## src/lcd_pkg.sv

```systemverilog
package lcd_pkg;

	// one transfer on the lcd bus
	// field order matches the 10-bit bus word, rs at the top
	typedef struct packed {
		logic       rs;   // 0 instruction, 1 data register
		logic       rw;   // 0 write, 1 read
		logic [7:0] data;
	} lcd_cmd_t;

	// display configuration used by the init sequence
	typedef struct packed {
		logic two_lines;     // N bit of function set
		logic font_5x10;     // F bit of function set
		logic display_on;    // D bit of display control
		logic cursor_on;     // C bit of display control
		logic cursor_blink;  // B bit of display control
		logic addr_inc;      // I/D bit of entry mode
		logic display_shift; // S bit of entry mode
	} lcd_cfg_t;

	// pins of an HD44780 module in 8-bit mode
	typedef struct packed {
		logic       e;    // enable, data latched on its falling edge
		logic       rs;
		logic       rw;
		logic [7:0] data;
	} lcd_pins_t;

	// power-up and init timing, microseconds
	localparam int t_powerup_us    = 500; // wait after supply rise
	localparam int t_cmd_us        = 10;  // e high for one init command
	localparam int t_wait_short_us = 50;  // after function set and display control
	localparam int t_wait_clear_us = 200; // clear display is the slow one
	localparam int t_wait_entry_us = 100; // after entry mode set

	// normal write cycle timing, microseconds
	localparam int t_setup_us      = 1;   // rs/data stable before e rises
	localparam int t_e_high_us     = 13;  // enable pulse width
	localparam int t_cycle_us      = 50;  // whole cycle, covers execution time

	// instruction codes
	localparam logic [7:0] cmd_set_ddram = 8'h80; // set ddram address, low bits = address
	localparam logic [7:0] row1_offset   = 8'h40; // ddram start of the second line

endpackage

```

## src/lcd_controller.sv

```systemverilog
module lcd_controller
	import lcd_pkg::*;
#(
	parameter int clk_mhz = 20 // clock cycles per microsecond
) (
	input  logic      clk,
	input  logic      arst_n,
	input  lcd_cfg_t  cfg,
	input  logic      lcd_enable,
	input  lcd_cmd_t  lcd_bus,
	output lcd_pins_t pins,
	output logic      busy
);

	// power-up wait in cycles
	localparam int powerup_cycles = t_powerup_us * clk_mhz;

	// init sequence windows, each value is the cycle where a phase ends
	localparam int cmd_cycles = t_cmd_us * clk_mhz;
	localparam int fs_e_end   = cmd_cycles;                                 // function set, e high
	localparam int fs_end     = fs_e_end + t_wait_short_us * clk_mhz;
	localparam int dc_e_end   = fs_end + cmd_cycles;                        // display control
	localparam int dc_end     = dc_e_end + t_wait_short_us * clk_mhz;
	localparam int clr_e_end  = dc_end + cmd_cycles;                        // clear display
	localparam int clr_end    = clr_e_end + t_wait_clear_us * clk_mhz;
	localparam int em_e_end   = clr_end + cmd_cycles;                       // entry mode
	localparam int init_end   = em_e_end + t_wait_entry_us * clk_mhz;

	// write cycle windows, counted from the first cycle of the write state
	localparam int setup_cycles = t_setup_us * clk_mhz;
	localparam int e_high_end   = setup_cycles + t_e_high_us * clk_mhz;
	// the accept cycle counts as the first cycle of the write
	localparam int write_last   = t_cycle_us * clk_mhz - 2;

	// one counter serves every phase, sized for the longest one
	localparam int cnt_max = (powerup_cycles > init_end) ? powerup_cycles : init_end;
	localparam int cnt_w   = $clog2(cnt_max + 1);

	typedef enum logic [1:0] {
		st_powerup,
		st_init,
		st_ready,
		st_write
	} state_t;

	state_t           state;
	logic [cnt_w-1:0] cnt;
	lcd_cmd_t         cmd_q;      // command of the running write cycle
	logic [7:0]       init_data;  // init command selected by the counter
	logic             init_e;
	logic             write_e;

	// state and shared counter
	always_ff @(posedge clk or negedge arst_n) begin
		if (!arst_n) begin
			state <= st_powerup;
			cnt   <= '0;
		end else begin
			case (state)
				st_powerup: begin
					if (cnt == cnt_w'(powerup_cycles - 1)) begin
						state <= st_init;
						cnt   <= '0;
					end else begin
						cnt <= cnt + 1'b1;
					end
				end
				st_init: begin
					if (cnt == cnt_w'(init_end - 1)) begin // last entry-mode wait cycle
						state <= st_ready;
						cnt   <= '0;
					end else begin
						cnt <= cnt + 1'b1;
					end
				end
				st_ready: begin
					if (lcd_enable) begin
						state <= st_write;
						cnt   <= '0;
					end
				end
				st_write: begin
					if (cnt == cnt_w'(write_last)) begin
						state <= st_ready;
						cnt   <= '0;
					end else begin
						cnt <= cnt + 1'b1;
					end
				end
				default: begin
					state <= st_powerup;
					cnt   <= '0;
				end
			endcase
		end
	end

	// command register, loaded only when a request is accepted
	always_ff @(posedge clk) begin
		if (state == st_ready && lcd_enable) begin
			cmd_q <= lcd_bus;
		end
	end

	// init command and enable from the counter window
	// data stays on the bus through the wait so it is stable at the e fall
	always_comb begin
		if (cnt < cnt_w'(fs_end)) begin
			init_data = {4'b0011, cfg.two_lines, cfg.font_5x10, 2'b00}; // function set, 8-bit
		end else if (cnt < cnt_w'(dc_end)) begin
			init_data = {5'b00001, cfg.display_on, cfg.cursor_on, cfg.cursor_blink};
		end else if (cnt < cnt_w'(clr_end)) begin
			init_data = 8'h01; // clear display
		end else begin
			init_data = {6'b000001, cfg.addr_inc, cfg.display_shift};
		end

		init_e = (cnt < cnt_w'(fs_e_end))
			|| (cnt >= cnt_w'(fs_end) && cnt < cnt_w'(dc_e_end))
			|| (cnt >= cnt_w'(dc_end) && cnt < cnt_w'(clr_e_end))
			|| (cnt >= cnt_w'(clr_end) && cnt < cnt_w'(em_e_end));
	end

	// e pulse of a write cycle, after the setup time
	assign write_e = (cnt >= cnt_w'(setup_cycles)) && (cnt < cnt_w'(e_high_end));

	// pin and busy decode
	always_comb begin
		pins = '0;
		busy = 1'b1;
		case (state)
			st_init: begin
				pins.e    = init_e;
				pins.data = init_data; // rs and rw stay low, all instructions
			end
			st_ready: begin
				busy = 1'b0;
			end
			st_write: begin
				pins.e    = write_e;
				pins.rs   = cmd_q.rs;
				pins.rw   = cmd_q.rw;
				pins.data = cmd_q.data;
			end
			default: begin
				pins = '0; // power-up, pins idle
			end
		endcase
	end

endmodule

```

## src/lcd_display_top.sv

```systemverilog
module lcd_display_top
	import lcd_pkg::*;
#(
	parameter int  clk_mhz  = 20, // clock cycles per microsecond
	parameter int  line_len = 16, // characters per line
	localparam int addr_w   = $clog2(line_len)
) (
	input  logic              clk,
	input  logic              arst_n,
	input  lcd_cfg_t          cfg,
	input  logic              char_we,
	input  logic [addr_w-1:0] char_addr,
	input  logic [7:0]        char_data,
	input  logic              show,
	input  logic              row,
	output lcd_pins_t         pins,
	output logic              busy,
	output logic              sending
);

	logic     lcd_enable; // write request, writer to controller
	lcd_cmd_t lcd_bus;

	lcd_text_writer #(
		.line_len(line_len)
	) u_writer (
		.clk       (clk),
		.arst_n    (arst_n),
		.char_we   (char_we),
		.char_addr (char_addr),
		.char_data (char_data),
		.show      (show),
		.row       (row),
		.busy      (busy),
		.lcd_enable(lcd_enable),
		.lcd_bus   (lcd_bus),
		.sending   (sending)
	);

	lcd_controller #(
		.clk_mhz(clk_mhz)
	) u_ctrl (
		.clk       (clk),
		.arst_n    (arst_n),
		.cfg       (cfg),
		.lcd_enable(lcd_enable),
		.lcd_bus   (lcd_bus),
		.pins      (pins),
		.busy      (busy)
	);

endmodule

```

## src/lcd_text_writer.sv

```systemverilog
module lcd_text_writer
	import lcd_pkg::*;
#(
	parameter int  line_len = 16,
	localparam int addr_w   = $clog2(line_len)
) (
	input  logic              clk,
	input  logic              arst_n,
	input  logic              char_we,
	input  logic [addr_w-1:0] char_addr,
	input  logic [7:0]        char_data,
	input  logic              show,
	input  logic              row,
	input  logic              busy,
	output logic              lcd_enable,
	output lcd_cmd_t          lcd_bus,
	output logic              sending
);

	// the command in lcd_bus is offered in issue and held in gap
	// until the controller has finished with it
	typedef enum logic [1:0] {
		st_idle,
		st_issue,
		st_gap
	} state_t;

	state_t            state;
	logic [addr_w-1:0] idx;                   // character being sent
	logic [7:0]        line_buf [line_len];   // one line of text
	logic [7:0]        ddram_cmd;             // address command for the selected row

	// host writes into the line buffer, locked while a line goes out
	always_ff @(posedge clk) begin
		if (char_we && !sending) begin
			line_buf[char_addr] <= char_data;
		end
	end

	// first ddram address of line 0 or line 1
	assign ddram_cmd = row ? (cmd_set_ddram + row1_offset) : cmd_set_ddram;

	// sequencer
	always_ff @(posedge clk or negedge arst_n) begin
		if (!arst_n) begin
			state <= st_idle;
			idx   <= '0;
		end else begin
			case (state)
				st_idle: begin
					if (show) begin
						state <= st_issue;
						idx   <= '0;
					end
				end
				st_issue: begin
					if (!busy) begin // controller takes the command this cycle
						if (!lcd_bus.rs) begin
							state <= st_gap; // address done, characters follow
						end else if (idx == addr_w'(line_len - 1)) begin
							state <= st_idle; // last character accepted
						end else begin
							idx   <= idx + 1'b1;
							state <= st_gap;
						end
					end
				end
				st_gap: begin
					if (!busy) begin
						state <= st_issue; // previous write finished
					end
				end
				default: begin
					state <= st_idle;
				end
			endcase
		end
	end

	// command register, changes only between writes
	always_ff @(posedge clk) begin
		if (state == st_idle && show) begin
			lcd_bus.rs   <= 1'b0;
			lcd_bus.rw   <= 1'b0;
			lcd_bus.data <= ddram_cmd;
		end else if (state == st_gap && !busy) begin
			lcd_bus.rs   <= 1'b1; // character to ddram
			lcd_bus.rw   <= 1'b0;
			lcd_bus.data <= line_buf[idx];
		end
	end

	// strobe only when the controller is free, so every strobe is taken
	assign lcd_enable = (state == st_issue) && !busy;

	// high from the cycle after show until the last character is taken
	assign sending = (state != st_idle);

endmodule

```

## config.mk

```make
export PLATFORM = sky130hd
export DESIGN_NAME = lcd_display_top
export DESIGN_NICKNAME = d
export VERILOG_FILES = /design/src/lcd_pkg.sv /design/src/lcd_controller.sv /design/src/lcd_display_top.sv /design/src/lcd_text_writer.sv
export SDC_FILE = /design/constraint.sdc
export NUM_CORES = 1
export LEC_CHECK = 0
export ABC_AREA = 1
export BUFFER_PORTS_ARGS = -buffer_cell sky130_fd_sc_hd__buf_2
export CAP_MARGIN = 10
export CORE_MARGIN = 10
export CORE_UTILIZATION = 30
export DETAILED_ROUTE_END_ITERATION = 7
export SYNTH_ARGS = -nofsm -noshare
export SYNTH_HDL_FRONTEND = slang
export SYNTH_HIERARCHICAL = 1
export SYNTH_SLANG_ARGS = --single-unit
```

## constraint.sdc

```tcl
create_clock -name clk -period 2.55 [get_ports clk]
set_input_delay 0.255 -clock clk [delete_from_list [all_inputs] [get_ports clk]]
set_output_delay 0.255 -clock clk [all_outputs]
set_load 0.005 [all_outputs]
```

# Yosys cells after proc, flatten, opt, wreduce, memory -nomap -nowiden
# Memories as Yosys holds them, arrays and structs flattened.
# Cells that the tools add are included.
# op_classes
n_addsub	2
order_cmp	12
n_eq_ne	18
mux	33
n_reduce_logical	21
# op_table
op	count
2-to-1 mux 14 bit	4
case mux 14 bit (4 select lines)	1
2-to-1 mux 8 bit	4
== test 14 bit (second input constant)	2
< comparator 14 x 11 -> 1 bit (second input constant)	2
< comparator 14 x 12 -> 1 bit (second input constant)	2
< comparator 14 x 13 -> 1 bit (second input constant)	2
2-to-1 mux 2 bit	10
2-to-1 mux 4 bit	4
case mux 8 bit (2 select lines)	1
adder 14 x 1 -> 14 bit (second input constant)	1
== test 14 x 10 -> 1 bit (second input constant)	1
>= comparator 14 x 11 -> 1 bit (second input constant)	1
>= comparator 14 x 12 -> 1 bit (second input constant)	1
>= comparator 14 x 13 -> 1 bit (second input constant)	1
>= comparator 14 x 5 -> 1 bit (second input constant)	1
< comparator 14 x 8 -> 1 bit (second input constant)	1
< comparator 14 x 9 -> 1 bit (second input constant)	1
inequality test 2 x 1 -> 1 bit (second input constant)	7
logical AND 1 bit	9
case mux 2 bit (4 select lines)	1
case mux 4 bit (2 select lines)	1
2-to-1 mux 7 bit	1
== test 2 bit (second input constant)	3
other kinds (15)	24
# totals
ff_bits	40
mem_bits_rw	128
input_bits	24
elab_cells	95
mem_count	1
# memory_table
memory	words	width	rd	rd_ports_with_merged_regs	wr	line_no	text
u_writer.line_buf	16	8	1	0	1	lcd_text_writer.sv:30	logic [7:0] line_buf [line_len];

# Longest topological paths before layout
# logic_depth
depth_word	6
ltp_mapped	11
mapped_depth_nobuf	11

# Cells and area by module
# Netlist, hierarchy kept.
# by_module_without_submodules
mod	n_inst	cells_per_inst	area_per_inst_um2	seq_area_each_um2
lcd_text_writer	1	523	5931.9	4254.1
lcd_controller	1	262	1751.7	700.7

# Worst setup path after synthesis
# Ideal clock, no wire load.
# synth_timing
path_kind	register to register
startpoint	register u_ctrl.state[0]
endpoint	register u_ctrl/cmd_q[0] (netlist name) (enable)
setup_time_ns	0.376
arrival_ns	1.298
t_required_ns	2.174
slack_ns	0.875
stages_incl_launch_ff	6
path_buffers	0
path_cell_list	dfrtp_1 -> inv_1 -> nand2_1 -> nor2_1 -> inv_1 -> nor2_1
# synth_via
elab_chain_len	3
# synth_rtl
element	line_no	text
start, declared	lcd_controller.sv:46	state_t state;
start signal, assigned	lcd_controller.sv:56	state <= st_powerup;
start signal, assigned	lcd_controller.sv:62	state <= st_init;
start signal, assigned	lcd_controller.sv:70	state <= st_ready;
== test 2 bit	lcd_controller.sv:131	case (state)
logical AND 1 bit	lcd_text_writer.sv:94	assign lcd_enable = (state == st_issue) && !busy;
named net lcd_enable	lcd_display_top.sv:21	logic lcd_enable;
logical AND 1 bit	lcd_controller.sv:100	if (state == st_ready && lcd_enable) begin
end signal, assigned	lcd_controller.sv:101	cmd_q <= lcd_bus;
end, declared	lcd_controller.sv:48	lcd_cmd_t cmd_q;
# The timed path passes the listed nets, and every way through them passes these cells.
# A chain may end at the register's enable or synchronous reset.

==> key figures <==
Die
  – DIE HEIGHT: 180 µm
  – Core area: 25200 µm²
  – IO Pins: 37
  – Initial core utilization: 30.5%
  – Die W: 180 µm
  – Row count: 58
  – Die Area: 32400 µm²

Setup path
  – Worst EP required: 2.30 ns
  – Crit path arrival time: 2.06 ns
  – Crit end category: primary output
  – Critical path peak fanout: 6
  – Crit Path Category: reg2out
  – Critical Path Source Type: register

Clock tree
  – Cts bufs inserted: 17
  – # resized after CTS: 0
  – CTS tree: built
  – CTS clk-pin slew, worst paths: 0.06 ns
  – Max Root-Sink Buffers: 2
  – TritonCTS sink count: 169
  – # Post-CTS Setup Buffers: 0
  – Clk root buf: clkbuf_16
  – Worst-Skew Late Latency: 0.42 ns
  – Htree depth: 4

Flow run
  – MaxCap Viol Count: 0

Power
  – Cell Pwr Density: 632 nW/µm²
  – Tot Pwr: 5.56 mW
  – Leak Pwr: 3.52 nW
  – Peak VDD IR: 402 µV

Synthesis
  – Register area share after synthesis: 64.5%
  – Syn Area/Cell: 9.79 µm²
  – Post-synth top area share: 57.1%
  – Syn nets: 813
  – Synth unique cells: 31
  – Yosys warns: 6
  – Cells after Synth: 785
  – Top area cells in the synthesized netlist: edfxtp_1 (57%), nand2_1 (10%), dfrtp_1 (7.2%), nor2_1 (7.0%), nand3_1 (5.5%)
  – Cell area after synthesis: 7680 µm²
  – Post-synth top area cell: edfxtp_1
  – Seq cells post-synth: 169

Drt
  – Pre-antenna DRT Iters: 5
  – Via density per instance: 4.62
  – Post-Route M1 WL: 8.41 mm
  – Initial DRC count: 413
  – Met2 wire len: 8.04 mm
  – Residual DRC: 0
  – Met3 WL: 1.06 mm
  – DR top layer: met4
  – Post-DRT Antenna Nets: 0
  – WL/cell: 15.0 µm
  – Routed WL: 17.6 mm
  – Via Count: 5406

Cells and area
  – Most common cell after layout, fill and taps aside: nand2_1
  – Most frequent cells in the layout: nand2_1 (205), edfxtp_1 (146), nor2_1 (143), nand3_1 (85), inv_1 (61)
  – Util after Layout: 34.9%
  – Nets: 856
  – Area growth syn-to-layout: 14.5%
  – Fillers: 2532
  – Post-route cell area: 8800 µm²
  – Share of cells above drive strength 1: 11.5%
  – Fin cells: 1171
  – N_diodes: 0

Timing
  – RSZ-0062 raised after global routing: false
  – Setup violators final: 0
  – FMAX: 431 MHz
  – Minimum clock period: 2.32 ns
  – Final Hold Viols: 0
  – Max Slew Vio Count: 0
  – Setup TNS: 0 ns
  – Slew headroom: 54.4%
  – Worst Tran Pin Value: 0.681 ns
  – Clk_skew: 0.00894 ns
  – Final worst path period share: 90.9%

GRT
  – Grt ovf: 0
  – Largest net degree at the start of global routing: 68
  – Gr usage total: 10.9%
  – Antenna violations before repair: 0
  – Global-route wire length before repair: 28.5 mm
  – Vias in the first global route: 5328

Placement
  – I/O Buffers: 36
  – DP Cell Count: 1138
  – Routability cong.: 0.816
  – HPWL after detailed placement: 11.8 mm
  – Area after DPL: 8220 µm²

Worst hold path
  – Hold WC Path Type: in2reg

Status
  – Outcome: completed
[metrics by stage]
step / worst slack [ns] / hold WS [ns]
final: 0.232 / 0.166
after global routing: 0.0319 / 0.155
after CTS: 0.225 / 0.140
after detailed placement: 0.399 / 0.265
after global placement: 0.467 / 0.258
after floorplan: 0.875 / -0.0406
[layout make-up]
cell class | instances | area, µm² | share of cell area [%]
clock inverter | 13 | 136 | 1.55
multi-input combinational | 520 | 2270 | 25.8
clock buffer | 19 | 433 | 4.92
tap | 330 | 413 | 4.69
inverter | 67 | 251 | 2.86
sequential | 169 | 4960 | 56.3
timing repair buffer | 53 | 335 | 3.81
[critical path, cell delays in order, from the launching register on]
cell,delay [ns]
dfrtp_1,0.45
nand2_1,0.14
nand2_1,0.08
nand2_1,0.06
a21oi_1,0.22
nor2_1,0.13
nor2_1,0.23
inv_1,0.06
o21ai_1,0.14
buf_2,0.13
[final timing paths]
check                                           end  slack [ns]  cells after the start                start
max                                         pins[0]        0.23                      9        u_ctrl/cnt[4]
min                             u_writer/lcd_bus[6]        0.17                      3                  row
max reg2reg                u_writer/line_buf[11][0]        0.39                      5    u_writer/state[1]
min reg2reg                         u_ctrl/cmd_q[7]        0.42                      0  u_writer/lcd_bus[7]
max in group asynchronous           u_writer/idx[0]        1.84                      2               arst_n
min in group asynchronous             u_ctrl/cnt[8]        0.34                      2               arst_n
[power breakdown]
| part | internal (mW) | switching (mW) |
|---|---|---|
| clock network | 1.37 | 1.11 |
| logic | 0.0158 | 0.0592 |
| registers | 3.00 | 0 |
[kinds of logic after synthesis]
kind of cell             count (synthesis)  share of synthesized area, %
flip-flops                             169                          64.5
buffers and inverters                   96                          5.94
other                                    1                        0.0488
AND/OR/NAND/NOR                        444                          23.6
adder cells (fa/ha/maj)                  4                         0.651
AO/OA/AOI/OAI                           64                          4.45
XOR/XNOR                                 7                         0.798
[metal layers]
metal	global-route usage, %	up-vias
li1	-	2674
met1	14.9	2560
met2	17.2	161
met3	2.65	11
met4	2.46	0
met5	0	-
[synthesized netlist by cell type]
library cell,instances
clkbuf_1,5
conb_1,1
o211ai_1,3
buf_6,8
xor2_1,7
buf_1,1
nor2_4,1
nand4_1,2
clkinv_1,1
nor3_1,1
nand2_2,3
nand3_1,85
o21ai_1,13
clkbuf_2,1
o2111ai_1,1
buf_2,7
a21oi_1,12
buf_4,7
ha_1,4
o21ai_0,33
nor2_2,1
nand2_1,205
dfrtp_1,22
nand3_2,3
o31ai_2,1
dfxtp_1,1
edfxtp_1,146
inv_1,61
inv_2,5
a21boi_0,1
nor2_1,143
[flip-flops by register name, summed over array words and instances, names as in the netlist]
name               cells
u_writer/line_buf    128
u_ctrl/cnt            14
u_ctrl/cmd_q          10
u_writer/lcd_bus       9
u_writer/idx           4
u_ctrl/state           2
u_writer/state         2
[repair_timing]
action | in CTS | in global routing
endpoints found under the hold margin | 22 | 0
hold buffers | 1 | 0
setup endpoints to repair | 0 | 0
(Power assumes the default switching activity.)
